===== src/hw/cache_pkg.sv =====
package cache_pkg;

    // Geometry, way count is tied to the 4-way PLRU tree
    localparam int WAYS       = 4;
    localparam int TAG_W      = 10;
    localparam int WORD_W     = 32;
    localparam int LINE_WORDS = 4;
    localparam int WORD_IDX_W = 2;

    typedef logic [TAG_W-1:0]             tag_t;
    typedef logic [WORD_W-1:0]            word_t;
    typedef logic [WORD_W/8-1:0]          be_t;
    typedef logic [WORD_IDX_W-1:0]        word_idx_t;

    // Word 0 sits in the lowest bits
    typedef logic [LINE_WORDS*WORD_W-1:0] line_t;

    typedef logic [WAYS-1:0]              way_vec_t;

    typedef enum logic [1:0] {
        OP_NONE   = 2'd0,
        OP_LOAD   = 2'd1,
        OP_STORE  = 2'd2,
        OP_REFILL = 2'd3
    } op_e;

endpackage


===== src/hw/cache_ifs.sv =====
`timescale 1ns/1ps

// Directory access: sequencer, tag directory and replacement logic
interface dir_if import cache_pkg::*; #(
    parameter int SETS = 16
) ();
    localparam int SET_W = $clog2(SETS);

    logic             lookup;
    logic             refill;
    logic             clear;
    logic [SET_W-1:0] set;
    tag_t             tag;

    // Hit mask of the set looked up one cycle earlier
    way_vec_t         hit_way;
    // Valid mask of the set addressed now
    way_vec_t         set_valid;
    way_vec_t         victim_way;

    modport seq (
        output lookup, refill, clear, set, tag
    );

    modport dir (
        input  lookup, refill, clear, set, tag, victim_way,
        output hit_way, set_valid
    );

    modport repl (
        input  refill, clear, set, set_valid,
        output victim_way
    );
endinterface

// Data access: cycle-N read and refill, stage-1 store
interface data_if import cache_pkg::*; #(
    parameter int SETS = 16
) ();
    localparam int SET_W = $clog2(SETS);

    logic              read;
    logic              refill;
    logic [SET_W-1:0]  set;
    word_idx_t         word;
    line_t             line;

    logic              s1_store;
    logic [SET_W-1:0]  s1_set;
    word_idx_t         s1_word;
    word_t             s1_wdata;
    be_t               s1_be;

    word_t [WAYS-1:0]  rdata_ways;

    modport seq (
        output read, refill, set, word, line,
        output s1_store, s1_set, s1_word, s1_wdata, s1_be
    );

    modport mem (
        input  read, refill, set, word, line,
        input  s1_store, s1_set, s1_word, s1_wdata, s1_be,
        output rdata_ways
    );
endinterface


===== src/hw/access_sequencer.sv =====
`timescale 1ns/1ps

module access_sequencer import cache_pkg::*; #(
    parameter int SETS = 16
) (
    input  logic                     clk_i,
    input  logic                     rst_ni,
    input  op_e                      req_op_i,
    input  logic [$clog2(SETS)-1:0]  req_set_i,
    input  tag_t                     req_tag_i,
    input  word_idx_t                req_word_i,
    input  word_t                    req_wdata_i,
    input  be_t                      req_be_i,
    input  line_t                    req_line_i,
    output logic                     ready_o,
    output op_e                      s1_op_o,
    dir_if.seq                       dir,
    data_if.seq                      data
);
    localparam int SET_W = $clog2(SETS);

    typedef enum logic {
        INIT,
        RUN
    } state_e;

    state_e           state_q;
    logic [SET_W-1:0] sweep_set_q;
    op_e              op;

    op_e              s1_op_q;
    logic [SET_W-1:0] s1_set_q;
    word_idx_t        s1_word_q;
    word_t            s1_wdata_q;
    be_t              s1_be_q;

    // One set cleared per cycle, then switch to normal operation
    always_ff @(posedge clk_i or negedge rst_ni) begin
        if (!rst_ni) begin
            state_q     <= INIT;
            sweep_set_q <= '0;
        end else if (state_q == INIT) begin
            sweep_set_q <= sweep_set_q + 1'b1;
            if (sweep_set_q == SET_W'(SETS - 1)) begin
                state_q <= RUN;
            end
        end
    end

    assign ready_o = (state_q == RUN);

    // Requests are dropped during the sweep
    assign op = ready_o ? req_op_i : OP_NONE;

    assign dir.clear  = !ready_o;
    assign dir.set    = ready_o ? req_set_i : sweep_set_q;
    assign dir.lookup = (op == OP_LOAD) || (op == OP_STORE);
    assign dir.refill = (op == OP_REFILL);
    assign dir.tag    = req_tag_i;

    assign data.read   = (op == OP_LOAD);
    assign data.refill = (op == OP_REFILL);
    assign data.set    = req_set_i;
    assign data.word   = req_word_i;
    assign data.line   = req_line_i;

    always_ff @(posedge clk_i or negedge rst_ni) begin
        if (!rst_ni) begin
            s1_op_q <= OP_NONE;
        end else begin
            s1_op_q <= op;
        end
    end

    // Stage-1 payload, only meaningful alongside s1_op_q
    always_ff @(posedge clk_i) begin
        if (op != OP_NONE) begin
            s1_set_q   <= req_set_i;
            s1_word_q  <= req_word_i;
            s1_wdata_q <= req_wdata_i;
            s1_be_q    <= req_be_i;
        end
    end

    assign s1_op_o       = s1_op_q;
    assign data.s1_store = (s1_op_q == OP_STORE);
    assign data.s1_set   = s1_set_q;
    assign data.s1_word  = s1_word_q;
    assign data.s1_wdata = s1_wdata_q;
    assign data.s1_be    = s1_be_q;

    // Requester must wait for the end of the sweep
    no_req_before_ready_a: assert property (@(posedge clk_i) disable iff (!rst_ni)
        !ready_o |-> req_op_i == OP_NONE)
        else $error("access_sequencer: request while ready_o is low");

endmodule


===== src/flat_wrapper.sv =====
// flat-port wrapper written by rule: the top's interface ports become plain ports
module access_sequencer_flat import cache_pkg::*;
#(
    parameter int SETS = 16
)
  (clk_i, rst_ni, req_op_i, req_set_i, req_tag_i, req_word_i, req_wdata_i, req_be_i, req_line_i, ready_o, s1_op_o, dir_lookup, dir_refill, dir_clear, dir_set, dir_tag, data_read, data_refill, data_set, data_word, data_line, data_s1_store, data_s1_set, data_s1_word, data_s1_wdata, data_s1_be);
  dir_if #(.SETS(SETS)) dir_i ();
  data_if #(.SETS(SETS)) data_i ();
  input  logic clk_i;
  input  logic rst_ni;
  input  op_e req_op_i;
  input  logic [$clog2(SETS)-1:0] req_set_i;
  input  tag_t req_tag_i;
  input  word_idx_t req_word_i;
  input  word_t req_wdata_i;
  input  be_t req_be_i;
  input  line_t req_line_i;
  output logic ready_o;
  output op_e s1_op_o;
  output wire logic [$bits(dir_i.lookup)-1:0] dir_lookup;
  output wire logic [$bits(dir_i.refill)-1:0] dir_refill;
  output wire logic [$bits(dir_i.clear)-1:0] dir_clear;
  output wire logic [$bits(dir_i.set)-1:0] dir_set;
  output wire logic [$bits(dir_i.tag)-1:0] dir_tag;
  output wire logic [$bits(data_i.read)-1:0] data_read;
  output wire logic [$bits(data_i.refill)-1:0] data_refill;
  output wire logic [$bits(data_i.set)-1:0] data_set;
  output wire logic [$bits(data_i.word)-1:0] data_word;
  output wire logic [$bits(data_i.line)-1:0] data_line;
  output wire logic [$bits(data_i.s1_store)-1:0] data_s1_store;
  output wire logic [$bits(data_i.s1_set)-1:0] data_s1_set;
  output wire logic [$bits(data_i.s1_word)-1:0] data_s1_word;
  output wire logic [$bits(data_i.s1_wdata)-1:0] data_s1_wdata;
  output wire logic [$bits(data_i.s1_be)-1:0] data_s1_be;
  assign dir_lookup = dir_i.lookup;
  assign dir_refill = dir_i.refill;
  assign dir_clear = dir_i.clear;
  assign dir_set = dir_i.set;
  assign dir_tag = dir_i.tag;
  assign data_read = data_i.read;
  assign data_refill = data_i.refill;
  assign data_set = data_i.set;
  assign data_word = data_i.word;
  assign data_line = data_i.line;
  assign data_s1_store = data_i.s1_store;
  assign data_s1_set = data_i.s1_set;
  assign data_s1_word = data_i.s1_word;
  assign data_s1_wdata = data_i.s1_wdata;
  assign data_s1_be = data_i.s1_be;
  access_sequencer #(.SETS(SETS)) u_core (.clk_i(clk_i), .rst_ni(rst_ni), .req_op_i(req_op_i), .req_set_i(req_set_i), .req_tag_i(req_tag_i), .req_word_i(req_word_i), .req_wdata_i(req_wdata_i), .req_be_i(req_be_i), .req_line_i(req_line_i), .ready_o(ready_o), .s1_op_o(s1_op_o), .dir(dir_i), .data(data_i));
endmodule

===== config.mk =====
export PLATFORM = sky130hd
export DESIGN_NAME = access_sequencer_flat
export DESIGN_NICKNAME = d
export VERILOG_FILES = /design/src/hw/cache_pkg.sv /design/src/hw/cache_ifs.sv /design/src/hw/access_sequencer.sv /design/src/flat_wrapper.sv
export SDC_FILE = /design/constraint.sdc
export NUM_CORES = 1
export LEC_CHECK = 0
export BUFFER_PORTS_ARGS = -buffer_cell sky130_fd_sc_hd__buf_4
export CORE_AREA = 2 2 148 150
export CTS_BUF_LIST = sky130_fd_sc_hd__clkbuf_8
export DETAILED_ROUTE_END_ITERATION = 10
export DIE_AREA = 0 0 150 152
export PLACE_DENSITY = 0.41
export REMOVE_ABC_BUFFERS = 1
export SYNTH_ARGS = -nofsm -noshare
export SYNTH_HDL_FRONTEND = slang
export SYNTH_SLANG_ARGS = --single-unit

===== constraint.sdc =====
create_clock -name clk_i -period 4.75 [get_ports clk_i]
set_input_delay 0 -clock clk_i [delete_from_list [all_inputs] [get_ports clk_i]]
set_output_delay 0 -clock clk_i [all_outputs]
set_load 0.05 [all_outputs]

[Word-level counts from Yosys, hierarchy flattened]
Index checks and enable logic that the tools add are counted.
Word-level totals
  register bits: 49
  latch bits: 0
  RAM bits: 0
  ROM bits: 0
  bits of input ports: 184
  word-level logic and storage cells: 20
  memories kept: 0
Cells by class
  add/subtract/negate cells: 1
  $mul: 0
  div/mod/pow operators: 0
  order comparisons: 0
  equal/unequal tests: 5
  shift operators: 0
  mux-type cells: 4
  bitwise logic cells: 0
  reductions and logical operators: 3
Operator list (number)
  $eq A2 B2 Y1 const B: 3
  $add A4 B1 Y4 const B: 1
  $eq A4 B4 Y1 const B: 1
  $mux W4: 1
  $eq A2 B1 Y1 const B: 1
  $mux W1: 2
  $mux W2: 1
  $reduce_bool A2 Y1: 1
  $logic_not A1 Y1: 1
  $logic_or A1 B1 Y1: 1

[Depth between registers and ports, before layout]
Gate-level depths: netlist (run 1).
  depth in word-level cells: 3
  depth in mapped cells: 5
  mapped depth without buffers: 3

[Least setup slack after synthesis (run 1)]
Ideal clock, no wire load.
  path kind: flip-flop to flip-flop
  from: reg u_core.state_q, in the netlist u_core.ready_o
  to: reg u_core.s1_be_q[0], in the netlist u_core.data.s1_be[0] (enable)
  arrival: 1925 ps
  data required time: 4354 ps
  setup slack: 2428 ps
  stages on the path, launching flop included: 5
  path buffers: 1
  clock period less this slack: 2322 ps
  path through: dfrtp_1 buf_6 nand2_1 ha_1 inv_1
On the way
  longest elaborated chain between the ends: 2
RTL lines
  start, declared: RTL line access_sequencer.sv:27  | state_e state_q;
  start signal, assigned: RTL line access_sequencer.sv:40  | state_q <= INIT;
  start signal, assigned: RTL line access_sequencer.sv:45  | state_q <= RUN;
  $mux W2: RTL line access_sequencer.sv:53  | assign op = ready_o ? req_op_i : OP_NONE;
  $reduce_bool A2 Y1: RTL line access_sequencer.sv:77  | if (op != OP_NONE) begin
  end signal, assigned: RTL line access_sequencer.sv:81  | s1_be_q <= req_be_i;
  end, declared: RTL line access_sequencer.sv:35  | be_t s1_be_q;
Every way passes these cells.
A chain may end at the register's enable or synchronous reset.

[Worst setup path after layout (run 1)]
  from: reg u_core.state_q, in the netlist u_core.ready_o
  to: reg u_core.s1_wdata_q[7], in the netlist u_core.data.s1_wdata[7] (enable)
On the way
  longest elaborated chain between the ends: 2
RTL lines
  $mux W2: RTL line access_sequencer.sv:53
  $reduce_bool A2 Y1: RTL line access_sequencer.sv:77
  end signal, assigned: RTL line access_sequencer.sv:80  | s1_wdata_q <= req_wdata_i;
  end, declared: RTL line access_sequencer.sv:34  | word_t s1_wdata_q;
Every way passes these cells.

==> results of run 1 <==
cell type report:
type                       count  area share
tap                          280       0.104
antenna                        3     0.00224
multi-input combinational     19      0.0574
sequential                    49       0.428
clock inverter                 3     0.00858
timing repair buffer         152       0.374
inverter                       4     0.00447
clock buffer                   5      0.0205
power groups by stage:
stage	Clock, W	Combinational (W)	Sequential (W)
global route	0.000322	0.000259	0.000507
detailed placement	0	0.000218	0.000515
floorplan	0	0.0000265	0.000602
CTS	0.000308	0.000252	0.000505
global placement	0	0.000217	0.000514
finish	0.000294	0.000248	0.000504
cell families after synthesis:
kind of cell | Yosys count
flip-flops | 49
AND/OR/NAND/NOR | 7
buffers and inverters | 150
XOR/XNOR | 3
multiplexers | 5
adder cells (fa/ha/maj) | 4
critical path, delay by kind of cell (launching register included):
kind | cells | cell delay [ns]
adders and majority gates | 1 | 0.24
buffers and inverters | 1 | 0.71
DFF | 1 | 0.62
and+or+nand+nor | 1 | 0.17
cells in the final DEF, fill, tap and decap left out:
cell type and instances:
sky130_fd_sc_hd__buf_4 106, sky130_fd_sc_hd__dlygate4sd3_1 46, sky130_fd_sc_hd__edfxtp_1 42, sky130_fd_sc_hd__dfrtp_1 7
sky130_fd_sc_hd__mux2_2 5, sky130_fd_sc_hd__clkbuf_8 5, sky130_fd_sc_hd__ha_1 4, sky130_fd_sc_hd__diode_2 3
sky130_fd_sc_hd__nand2_1 3, sky130_fd_sc_hd__inv_1 3, sky130_fd_sc_hd__xnor2_1 2, sky130_fd_sc_hd__nor2b_1 1
sky130_fd_sc_hd__nand3_1 1, sky130_fd_sc_hd__inv_2 1, sky130_fd_sc_hd__nand2b_1 1, sky130_fd_sc_hd__nand4b_4 1
sky130_fd_sc_hd__xnor2_2 1, sky130_fd_sc_hd__inv_6 1, sky130_fd_sc_hd__clkinv_4 1, sky130_fd_sc_hd__inv_8 1
final timing paths:
path                                                     end                         startpoint
min in group asynchronous           u_core.ready_o$_DFF_PN0_                             rst_ni
max in group asynchronous        u_core.s1_op_o[0]$_DFF_PN0_                             rst_ni
max                        u_core.data.s1_wdata[7]$_DFFE_PP_           u_core.ready_o$_DFF_PN0_
min                                             data_line[0]                      req_line_i[0]
max reg2reg                u_core.data.s1_wdata[7]$_DFFE_PP_           u_core.ready_o$_DFF_PN0_
min reg2reg                u_core.sweep_set_q[3]$_DFFE_PN0N_  u_core.sweep_set_q[3]$_DFFE_PN0N_
registers in the layout (all words and copies together) (netlist names):
| name | count |
|---|---|
| u_core.s1_op_o | 2 |
| u_core.data.s1_be | 4 |
| u_core.data.s1_wdata | 32 |
| u_core.sweep_set_q | 4 |
| u_core.data.s1_set | 4 |
| u_core.data.s1_word | 2 |
| u_core.ready_o | 1 |
per-layer routing:
layer	track usage	vias to the layer above	wire length, um	part of all wire
li1	-	587	-	-
met5	0.0848	-	234	0.0076
met1	0.110	685	4390	0.14
met2	0.475	388	15900	0.52
met3	0.398	22	9790	0.32
met4	0.0391	8	397	0.013
timing repair:
| action | 4_1_cts | 5_1_grt |
|---|---|---|
| gates resized for setup | 0 | 0 |
| hold endpoints to repair | 51 | 0 |
| endpoints found under the setup margin | 0 | 0 |
| hold buffers | 46 | 0 |
metrics by stage:
step                cell area (um^2)  total power, W
floorplan                       1640        0.000628
global placement                2790        0.000731
detailed placement              2790        0.000733
CTS                             3350         0.00106
global route                    3350         0.00109
finish                          3360         0.00105
==> metrics.log, run 1 <==
[metrics] run status: finished clean
[metrics] area occupied by multi-input gates: 193 um^2
[metrics] Pint: 0.000696 W
[metrics] via count of the routed design: 1690
[metrics] sequential share of power: 0.482
[metrics] starting density of the core: 0.129
[metrics] share of flip-flops with an asynchronous set or reset: 0.143
[metrics] first-pass GRT wire length: 34600 um
[metrics] Total Wirelength: 30700 um
[metrics] net switching share of the total power: 0.335
[metrics] Max Cap Violations: 0
[metrics] Largest stage delay, worst path: 0.71 ns
[metrics] f_max: 0.464 GHz
[metrics] library cell used as clock root buffer: sky130_fd_sc_hd__clkbuf_8
[metrics] height of the chip: 152 um
[metrics] Synth Area per Inst: 12.6 um^2
[metrics] largest net degree at the start of global routing: 43
[metrics] number of cells on the worst hold path: 0
[metrics] Final WS setup: 2.59 ns
[metrics] warnings from Yosys: 0
[metrics] Area Growth Syn to Fin: 22.3%
[metrics] Seq/Total Area, Yosys: 0.523
[metrics] internal reg-to-reg setup slack: 2.59 ns
[metrics] I/O Buffers: 106
[metrics] weighted congestion reported at the end of routability-driven placement: 1.16
[metrics] DR pass1 iterations: 4
[metrics] number of CTS-inserted buffers: 5
[metrics] minimum clock period after layout: 2.16 ns
[metrics] maximum fanout count along the critical path: 42
[metrics] area of the die: 22800 um^2
[metrics] final count of hold timing violations: 0
[metrics] end-of-flow core utilization: 0.157
[metrics] required time of the critical path: 4.71 ns
[metrics] xor and xnor fraction of the mapped netlist area: 0.0123
[metrics] area share of the leading cell type in the synthesized netlist: 0.460
[metrics] number of enable-type register cells in the synthesized netlist: 42
[metrics] Area contributors post-synth: sky130_fd_sc_hd__edfxtp_1 46%, sky130_fd_sc_hd__buf_4 40%, sky130_fd_sc_hd__dfrtp_1 6.4%
[metrics] Ports: 383
[metrics] Filler cells: 2416
[metrics] count of unresolved DRC violations after routing: 0
[metrics] depth of the worst register-to-register path: 3
[metrics] clock sinks: 49
[metrics] element type at the critical path end: flip-flop
[metrics] global-route usage over all layers: 0.264
[metrics] placement-stage worst setup slack: 2.60 ns
[metrics] number of buffers inserted to repair setup after CTS: 0
[metrics] Worst slew margin: 0.334
[metrics] final-stage net count: 419
[metrics] number of setup violations in the final report: 0
[metrics] clock share of power: 0.281
[metrics] most frequent cell after synthesis: sky130_fd_sc_hd__buf_4
[metrics] number of placed instances with taps included: 458
[metrics] leak pwr: 1.41 nW
[metrics] Finished Layout Cells: 515
[metrics] Hold WS: 0.000379 ns
[metrics] main combinational cell family by area after synthesis: buffers and inverters
[metrics] count of mapped cells out of synthesis: 218
[metrics] via count of the first global-routing pass: 1618
[metrics] Die X-Extent: 150 um
[metrics] global-route congestion overflow total: 0
[metrics] arithmetic-cell share of the synthesized area counting full adders, half adders and majority gates: 0.0182
[metrics] power density relative to cell area: 312 nW/um^2
[metrics] fin crit share: 0.454
[metrics] vias per cell: 3.28
[metrics] worst min path class: primary input to primary output
[metrics] number of rows created at floorplan: 54
[metrics] core region area: 21400 um^2
[metrics] pin slew with the least headroom to its limit: 0.999 ns
[metrics] Main synth FF type: sky130_fd_sc_hd__edfxtp_1
[metrics] clock tree from TritonCTS: built
[metrics] basic-gate share of the synthesized area counting and, or, nand and nor cells: 0.0192
[metrics] cell type with the largest total area after synthesis: sky130_fd_sc_hd__edfxtp_1
[metrics] Final Skew: 0.00794 ns
[metrics] crit path cell chain: nand2_1 > ha_1 > inv_2
[metrics] average routed wire per standard cell: 59.7 um
[metrics] register bit count reported by yosys: 49
[metrics] later-pin clock latency in the skew report: 0.34 ns
[metrics] Slew Viols, Final: 0
[metrics] combinational share of power: 0.237
[metrics] cell with the largest stage delay on the worst path: sky130_fd_sc_hd__inv_2
[metrics] RSZ-0062 raised after global routing: no
[metrics] type of the setup path with the least slack: flip-flop to flip-flop
[metrics] antenna-violating nets left: 0
[metrics] ratio of cells with drive above 1 in the final layout: 0.526
[metrics] antenna violations before repair: 4
[metrics] maximum buffer depth of the clock tree: 2
[metrics] post-synthesis compound-gate area fraction: 0
[metrics] clock-pin transition on the worst setup and hold timing paths: 0.11 ns
[metrics] sum of negative setup slack: 0 ns
[metrics] IR Drop Worst-Case VDD: 104 uV
[metrics] Psw: 0.000351 W
[metrics] mux cell area share after synthesis: 0.0205
[metrics] Initial DRC Count: 101
[metrics] register area: 1440 um^2
[metrics] Synth Cell Area: 2740 um^2
[metrics] worst path arrival time: 2.12 ns
[metrics] commonest cells in the synthesized netlist: 145 x sky130_fd_sc_hd__buf_4, 42 x sky130_fd_sc_hd__edfxtp_1, 7 x sky130_fd_sc_hd__dfrtp_1, 5 x sky130_fd_sc_hd__mux2_2
[metrics] element type at the critical path start: flip-flop
[metrics] H-tree Lvls: 2
[metrics] distinct cell type count after synthesis: 14
Note: power is estimated with default switching activity, not from simulation.
==> inputs of run 2 (changes only) <==
--- a/config.mk
+++ b/config.mk
@@ -5,6 +5,7 @@
 export SDC_FILE = /design/constraint.sdc
 export NUM_CORES = 1
 export LEC_CHECK = 0
+export ABC_AREA = 1
 export BUFFER_PORTS_ARGS = -buffer_cell sky130_fd_sc_hd__buf_4
 export CORE_AREA = 2 2 148 150
 export CTS_BUF_LIST = sky130_fd_sc_hd__clkbuf_8
==> constraint.sdc (replaced) <==
create_clock -name clk_i -period 2.2 [get_ports clk_i]
set_input_delay 0 -clock clk_i [delete_from_list [all_inputs] [get_ports clk_i]]
set_output_delay 0 -clock clk_i [all_outputs]
set_load 0.05 [all_outputs]
==> run 2 against run 1 <==
  * Sequential share of layout area decreased by 0.17 points
  * Sequential power increased by 120%
  * Cell count increased by 3.3%
  * Global-route usage increased by 0.21 points
  * Critical path depth increased by 2
  * First-iteration DRC count decreased by 2.0%
  * Clock skew about the same
  * Largest cell class unchanged
  * Largest power group unchanged
==> metrics.log, run 2 <==
[metrics] worst path arrival time: 1.46 ns
[metrics] minimum clock period after layout: 1.46 ns
[metrics] element type at the critical path start: flip-flop
[metrics] f_max: 0.685 GHz
[metrics] area share of the leading cell type in the synthesized netlist: 0.461
[metrics] fin crit share: 0.663
[metrics] number of setup violations in the final report: 0
[metrics] Ports: 383
[metrics] placement-stage worst setup slack: 0.876 ns
[metrics] via count of the routed design: 1770
[metrics] Synth Area per Inst: 11.6 um^2
[metrics] Initial DRC Count: 99
[metrics] average routed wire per standard cell: 58.5 um
[metrics] count of mapped cells out of synthesis: 236
[metrics] height of the chip: 152 um
[metrics] number of cells on the worst hold path: 0
[metrics] IR Drop Worst-Case VDD: 257 uV
[metrics] net switching share of the total power: 0.338
[metrics] clock tree from TritonCTS: built
[metrics] clock-pin transition on the worst setup and hold timing paths: 0.11 ns
[metrics] final-stage net count: 439
[metrics] arithmetic-cell share of the synthesized area counting full adders, half adders and majority gates: 0.0183
[metrics] Total Wirelength: 31100 um
[metrics] Max Cap Violations: 0
[metrics] required time of the critical path: 2.20 ns
[metrics] cell type with the largest total area after synthesis: sky130_fd_sc_hd__edfxtp_1
[metrics] antenna-violating nets left: 0
[metrics] Final Skew: 0.00820 ns
[metrics] distinct cell type count after synthesis: 12
[metrics] clock share of power: 0.280
[metrics] depth of the worst register-to-register path: 4
[metrics] global-route congestion overflow total: 0
[metrics] number of enable-type register cells in the synthesized netlist: 42
[metrics] Synth Cell Area: 2740 um^2
[metrics] maximum buffer depth of the clock tree: 2
[metrics] number of CTS-inserted buffers: 5
[metrics] run status: finished clean
[metrics] H-tree Lvls: 2
[metrics] via count of the first global-routing pass: 1701
[metrics] Slew Viols, Final: 0
[metrics] weighted congestion reported at the end of routability-driven placement: 1.14
[metrics] area occupied by multi-input gates: 168 um^2
[metrics] largest net degree at the start of global routing: 43
[metrics] leading cell types in the layout, fill and taps excluded: 107 x sky130_fd_sc_hd__buf_4, 46 x sky130_fd_sc_hd__dlygate4sd3_1, 42 x sky130_fd_sc_hd__edfxtp_1
[metrics] ratio of cells with drive above 1 in the final layout: 0.464
[metrics] Final WS setup: 0.741 ns
[metrics] element type at the critical path end: primary output
[metrics] DR pass1 iterations: 4
[metrics] register area: 1440 um^2
[metrics] first-pass GRT wire length: 35000 um
[metrics] type of the setup path with the least slack: flip-flop to primary output
[metrics] number of rows created at floorplan: 54
[metrics] pin slew with the least headroom to its limit: 0.345 ns
[metrics] commonest cells in the synthesized netlist: 145 x sky130_fd_sc_hd__buf_4, 42 x sky130_fd_sc_hd__edfxtp_1, 19 x sky130_fd_sc_hd__nand2_1, 9 x sky130_fd_sc_hd__inv_1, 7 x sky130_fd_sc_hd__dfrtp_1
[metrics] sequential share of power: 0.479
[metrics] basic-gate share of the synthesized area counting and, or, nand and nor cells: 0.0306
[metrics] number of placed instances with taps included: 478
[metrics] power density relative to cell area: 675 nW/um^2
[metrics] Pint: 0.00151 W
[metrics] library cell used as clock root buffer: sky130_fd_sc_hd__clkbuf_8
[metrics] warnings from Yosys: 0
[metrics] maximum fanout count along the critical path: 13
[metrics] final count of hold timing violations: 0
[metrics] share of flip-flops with an asynchronous set or reset: 0.143
[metrics] vias per cell: 3.33
[metrics] Filler cells: 2440
[metrics] Psw: 0.000768 W
[metrics] Finished Layout Cells: 532
[metrics] worst min path class: primary input to primary output
[metrics] register bit count reported by yosys: 49
[metrics] later-pin clock latency in the skew report: 0.33 ns
[metrics] Seq/Total Area, Yosys: 0.525
[metrics] area of the die: 22800 um^2
[metrics] I/O Buffers: 106
[metrics] Area contributors post-synth: sky130_fd_sc_hd__edfxtp_1 46%, sky130_fd_sc_hd__buf_4 40%, sky130_fd_sc_hd__dfrtp_1 6.4%
[metrics] main combinational cell family by area after synthesis: buffers and inverters
[metrics] Main synth FF type: sky130_fd_sc_hd__edfxtp_1
[metrics] HPWL reported at the end of detailed placement: 29600 um
[metrics] Area Growth Syn to Fin: 23.1%
[metrics] clock sinks: 49
[metrics] core region area: 21400 um^2
[metrics] starting density of the core: 0.128
[metrics] combinational share of power: 0.241
[metrics] mux cell area share after synthesis: 0
[metrics] leak pwr: 1.44 nW
[metrics] RSZ-0062 raised after global routing: no
[metrics] Die X-Extent: 150 um
[metrics] most common cell after layout, fill and taps aside: sky130_fd_sc_hd__buf_4
[metrics] most frequent cell after synthesis: sky130_fd_sc_hd__buf_4
[metrics] xor and xnor fraction of the mapped netlist area: 0.00320
[metrics] antenna violations before repair: 0
[metrics] number of antenna diodes: 0
[metrics] Worst slew margin: 0.769
[metrics] cell with the largest stage delay on the worst path: sky130_fd_sc_hd__dfrtp_1
[metrics] count of unresolved DRC violations after routing: 0
[metrics] Largest stage delay, worst path: 0.42 ns
[metrics] Largest register FFs: 32
[metrics] post-synthesis compound-gate area fraction: 0.00914
[metrics] crit path cell chain: buf_4 > inv_1 > nand2_1 > nand2_1 > buf_4
[metrics] global-route usage over all layers: 0.266
[run 2: cell types whose count changed after synthesis]
cell | before | now
sky130_fd_sc_hd__o21ai_0 | 0 | 3
sky130_fd_sc_hd__nand4b_4 | 1 | 0
sky130_fd_sc_hd__a21oi_1 | 0 | 2
sky130_fd_sc_hd__mux2_2 | 5 | 0
sky130_fd_sc_hd__nand2b_1 | 1 | 0
sky130_fd_sc_hd__nand2_1 | 3 | 19
sky130_fd_sc_hd__nor2_1 | 0 | 2
sky130_fd_sc_hd__xnor2_2 | 1 | 0
sky130_fd_sc_hd__nor2b_1 | 1 | 0
sky130_fd_sc_hd__inv_1 | 4 | 9
sky130_fd_sc_hd__xnor2_1 | 2 | 1
[run 2: per-stage QoR]
stage | utilization | setup TNS, ns | cell area [um^2] | total power, W | hold slack (ns)
after floorplan | - | -10.13 | 1640 | 0.00136 | -0.296
after global placement | 0.132 | 0 | 2810 | 0.00159 | -0.181
after detailed placement | 0.132 | 0 | 2810 | 0.00159 | -0.177
after CTS | 0.158 | 0 | 3370 | 0.00232 | 0.00268
after global routing | 0.158 | 0 | 3370 | 0.00237 | 0.000461
final | 0.158 | 0 | 3370 | 0.00227 | 0.000778
[run 2: critical path, delay by kind of cell, from the launching register on]
family,cells,cell delay [ns]
buf+inv,3,0.54
flops,1,0.42
simple gates,2,0.17
[run 2: power by group through the flow]
stage	logic (W)	clock network [W]	registers, W
after CTS	0.000554	0.000679	0.00109
after floorplan	0.0000564	0	0.00130
after global placement	0.000481	0	0.00111
final	0.000548	0.000637	0.00109
after global routing	0.000569	0.000706	0.00109
after detailed placement	0.000484	0	0.00111
[run 2: path summary, 6_finish.rpt]
kind                                              startpoint                           endpoint  slack, ns
hold / removal                                req_line_i[39]                      data_line[39]     0.0008
setup reg to reg                    u_core.ready_o$_DFF_PN0_    u_core.data.s1_set[1]$_DFFE_PP_       0.82
setup / recovery                    u_core.ready_o$_DFF_PN0_                         dir_set[0]       0.74
min in group asynchronous                             rst_ni        u_core.s1_op_o[1]$_DFF_PN0_       0.63
hold reg to reg            u_core.sweep_set_q[0]$_DFFE_PN0N_  u_core.sweep_set_q[0]$_DFFE_PN0N_       0.53
max in group asynchronous                             rst_ni  u_core.sweep_set_q[2]$_DFFE_PN0N_       1.33
[run 2: cell families after synthesis]
logic type / after synthesis
AO/OA/AOI/OAI: 5
XOR/XNOR: 1
adder cells (fa/ha/maj): 4
buffers and inverters: 155
flip-flops: 49
AND/OR/NAND/NOR: 22
[run 2: cell type report]
class / count / share of cell area
sequential: 49 / 0.426
timing repair buffer: 154 / 0.381
tap: 280 / 0.104
multi-input combinational: 32 / 0.0498
clock buffer: 5 / 0.0204
inverter: 9 / 0.0100
clock inverter: 3 / 0.00854
[run 2: per-layer routing]
layer,GRT usage,up-vias,wire (um)
met4,0.0431,6,724
met3,0.402,21,9940
met1,0.114,738,4590
met2,0.477,368,15800
li1,-,637,-
met5,0.0435,-,129
[run 2: repair_timing]
item / CTS / global route
endpoints found under the hold margin: 51 / 0
setup buffers: 0 / 0
resized for setup: 0 / 0
hold buffers: 46 / 0
==> inputs of run 3 (changes only) <==
==> constraint.sdc (replaced) <==
create_clock -name clk_i -period 1.5 [get_ports clk_i]
set_input_delay 0 -clock clk_i [delete_from_list [all_inputs] [get_ports clk_i]]
set_output_delay 0 -clock clk_i [all_outputs]
set_load 0.05 [all_outputs]
==> run 3 against run 2 <==
  * Core utilization is 0.14 points higher
  * Flip-flop and latch count stayed put
  * Design area is 0.89% higher
  * Power is 46% higher
  * Largest cell class unchanged
  * Non-clock buffer count is 2 higher
  * Worst setup slack worse by 0.60 ns
  * Sequential share of layout area is 0.38 points lower
  * Sequential power is 47% higher
  * Global-route usage is 0.12 points higher
  * Cell count is 0.38% higher
  * Register-to-register slack worse by 0.59 ns
==> metrics.log, run 3 (same netlist as run 2, synthesis figures left out) <==
[metrics] core region area: 21400 um^2
[metrics] Ports: 383
[metrics] maximum fanout count along the critical path: 13
[metrics] sequential share of power: 0.483
[metrics] Worst slew margin: 0.883
[metrics] H-tree Lvls: 2
[metrics] Initial DRC Count: 91
[metrics] worst min path class: primary input to primary output
[metrics] pin slew with the least headroom to its limit: 0.174 ns
[metrics] number of buffers inserted to repair setup after CTS: 0
[metrics] required time of the critical path: 1.50 ns
[metrics] net switching share of the total power: 0.333
[metrics] clock tree from TritonCTS: built
[metrics] average routed wire per standard cell: 58.1 um
[metrics] weighted congestion reported at the end of routability-driven placement: 1.14
[metrics] Pint: 0.00221 W
[metrics] Slew Viols, Final: 0
[metrics] largest net degree at the start of global routing: 26
[metrics] clock sinks: 49
[metrics] Area Growth Syn to Fin: 24.2%
[metrics] DR pass1 iterations: 4
[metrics] family of cells with the greatest summed delay on the critical path: buffers and inverters
[metrics] register area: 1440 um^2
[metrics] leading cell types in the layout, fill and taps excluded: 107 x sky130_fd_sc_hd__buf_4, 47 x sky130_fd_sc_hd__dlygate4sd3_1, 42 x sky130_fd_sc_hd__edfxtp_1
[metrics] Largest stage delay, worst path: 0.41 ns
[metrics] Total Wirelength: 31000 um
[metrics] origin of the worst setup path: u_core.ready_o$_DFF_PN0_
[metrics] clock-pin transition on the worst setup and hold timing paths: 0.10 ns
[metrics] final-stage net count: 441
[metrics] clock share of power: 0.272
[metrics] crit path cell chain: buf_4 > inv_2 > nand2_1 > nand2_1 > buf_4
[metrics] leak pwr: 1.45 nW
[metrics] met1 track demand over resource: 0.118
[metrics] global-route congestion overflow total: 0
[metrics] Finished Layout Cells: 534
[metrics] number of antenna diodes: 0
[metrics] cell with the largest stage delay on the worst path: sky130_fd_sc_hd__dfrtp_1
[metrics] fin crit share: 0.904
[metrics] number of setup violations in the final report: 0
[metrics] type of the setup path with the least slack: flip-flop to primary output
[metrics] Die X-Extent: 150 um
[metrics] maximum buffer depth of the clock tree: 2
[metrics] end-of-flow core utilization: 0.159
[metrics] combinational share of power: 0.245
[metrics] routing usage on met3: 0.408
[metrics] antenna-violating nets left: 0
[metrics] starting density of the core: 0.128
[metrics] ratio of cells with drive above 1 in the final layout: 0.469
[metrics] count of unresolved DRC violations after routing: 0
[metrics] later-pin clock latency in the skew report: 0.33 ns
[metrics] via count of the first global-routing pass: 1697
[metrics] Filler cells: 2414
[metrics] number of CTS-inserted buffers: 5
[metrics] f_max: 0.738 GHz
[metrics] most common cell after layout, fill and taps aside: sky130_fd_sc_hd__buf_4
[metrics] I/O Buffers: 106
[metrics] number of rows created at floorplan: 54
[metrics] global-route usage over all layers: 0.268
[metrics] first-pass GRT wire length: 35000 um
[metrics] Psw: 0.00110 W
[metrics] power density relative to cell area: 976 nW/um^2
[metrics] via count of the routed design: 1742
[metrics] GR peak layer: met2
[metrics] Final Skew: 0.00540 ns
[metrics] worst path arrival time: 1.36 ns
[metrics] final count of hold timing violations: 0
[metrics] Hold Crit Start: req_line_i[39]
[metrics] total buffers and inverters traversed by the critical path: 3
[metrics] element type at the critical path end: primary output
[metrics] Max Cap Violations: 0
[metrics] area of the die: 22800 um^2
[metrics] IR Drop Worst-Case VDD: 332 uV
[metrics] minimum clock period after layout: 1.36 ns
[metrics] vias per cell: 3.26
[metrics] startpoint of the most critical register-to-register path: u_core.ready_o$_DFF_PN0_
[metrics] element type at the critical path start: flip-flop
[metrics] antenna violations before repair: 1
[metrics] run status: finished clean
[metrics] height of the chip: 152 um
[metrics] sum of negative setup slack: 0 ns
[metrics] global-route met2 utilization: 0.480
[metrics] number of placed instances with taps included: 479
[metrics] area occupied by multi-input gates: 168 um^2
[metrics] Largest register FFs: 32
[metrics] library cell used as clock root buffer: sky130_fd_sc_hd__clkbuf_8
[metrics] RSZ-0062 raised after global routing: no
[metrics] HPWL reported at the end of detailed placement: 29800 um
-- run 3: cell count changes in the layout (fill, tap and decap cells not counted) --
cell and delta:
sky130_fd_sc_hd__inv_1 -1, sky130_fd_sc_hd__dlygate4sd3_1 +1, sky130_fd_sc_hd__buf_12 +1, sky130_fd_sc_hd__inv_2 +1
-- run 3: area by class of cell --
type / count / share of cell area
timing repair buffer: 156 / 0.386
sequential: 49 / 0.423
clock inverter: 3 / 0.00847
inverter: 9 / 0.00994
tap: 280 / 0.103
clock buffer: 5 / 0.0202
multi-input combinational: 32 / 0.0493
-- run 3: worst reg2reg max path: stages, from the launching register on --
cell and delay, ns:
sky130_fd_sc_hd__dfrtp_1 0.38, sky130_fd_sc_hd__nand2_1 0.10, sky130_fd_sc_hd__ha_1 0.20, sky130_fd_sc_hd__inv_2 0.10
sky130_fd_sc_hd__buf_12 0.19
-- run 3: final timing paths --
check | to | slack [ns] | cells after the start
worst max-delay path | dir_set[1] | 0.14 | 5
worst min-delay path | data_line[39] | 0.0008 | 0
worst max register to register | u_core.data.s1_wdata[25]$_DFFE_PP_ | 0.23 | 4
worst min register to register | u_core.sweep_set_q[0]$_DFFE_PN0N_ | 0.54 | 1
max in group asynchronous | u_core.sweep_set_q[1]$_DFFE_PN0N_ | 0.21 | 4
min in group asynchronous | u_core.s1_op_o[0]$_DFF_PN0_ | 0.54 | 3
-- run 3: per-layer routing --
metal,share of wire,wire (um)
met1,0.15,4670
met2,0.51,15700
met3,0.32,9980
met4,0.020,633
met5,0.0018,56
-- run 3: metrics by stage --
stage	total power, W	worst slack (ns)	cell area, um^2	hold WS (ns)
2_1_floorplan	0.00199	-0.941	1640	-0.296
5_1_grt	0.00344	0.0309	3400	0.000550
3_3_place_gp	0.00235	0.273	2830	-0.180
3_5_place_dp	0.00235	0.236	2830	-0.176
4_1_cts	0.00336	0.0458	3400	0.00268
6_report	0.00332	0.145	3400	0.000761
-- run 3: power by group through the flow --
stage | clock [W] | sequential [W] | combinational (W)
floorplan | 0 | 0.00190 | 0.0000828
global placement | 0 | 0.00164 | 0.000717
detailed placement | 0 | 0.00164 | 0.000719
CTS | 0.000935 | 0.00160 | 0.000821
global route | 0.000986 | 0.00161 | 0.000844
finish | 0.000904 | 0.00160 | 0.000812
-- run 3: timing repair --
action / 4_1_cts / 5_1_grt
setup endpoints to repair: 0 / 2
hold buffers: 47 / 0
endpoints found under the hold margin: 51 / 0
resized for setup: 0 / 1
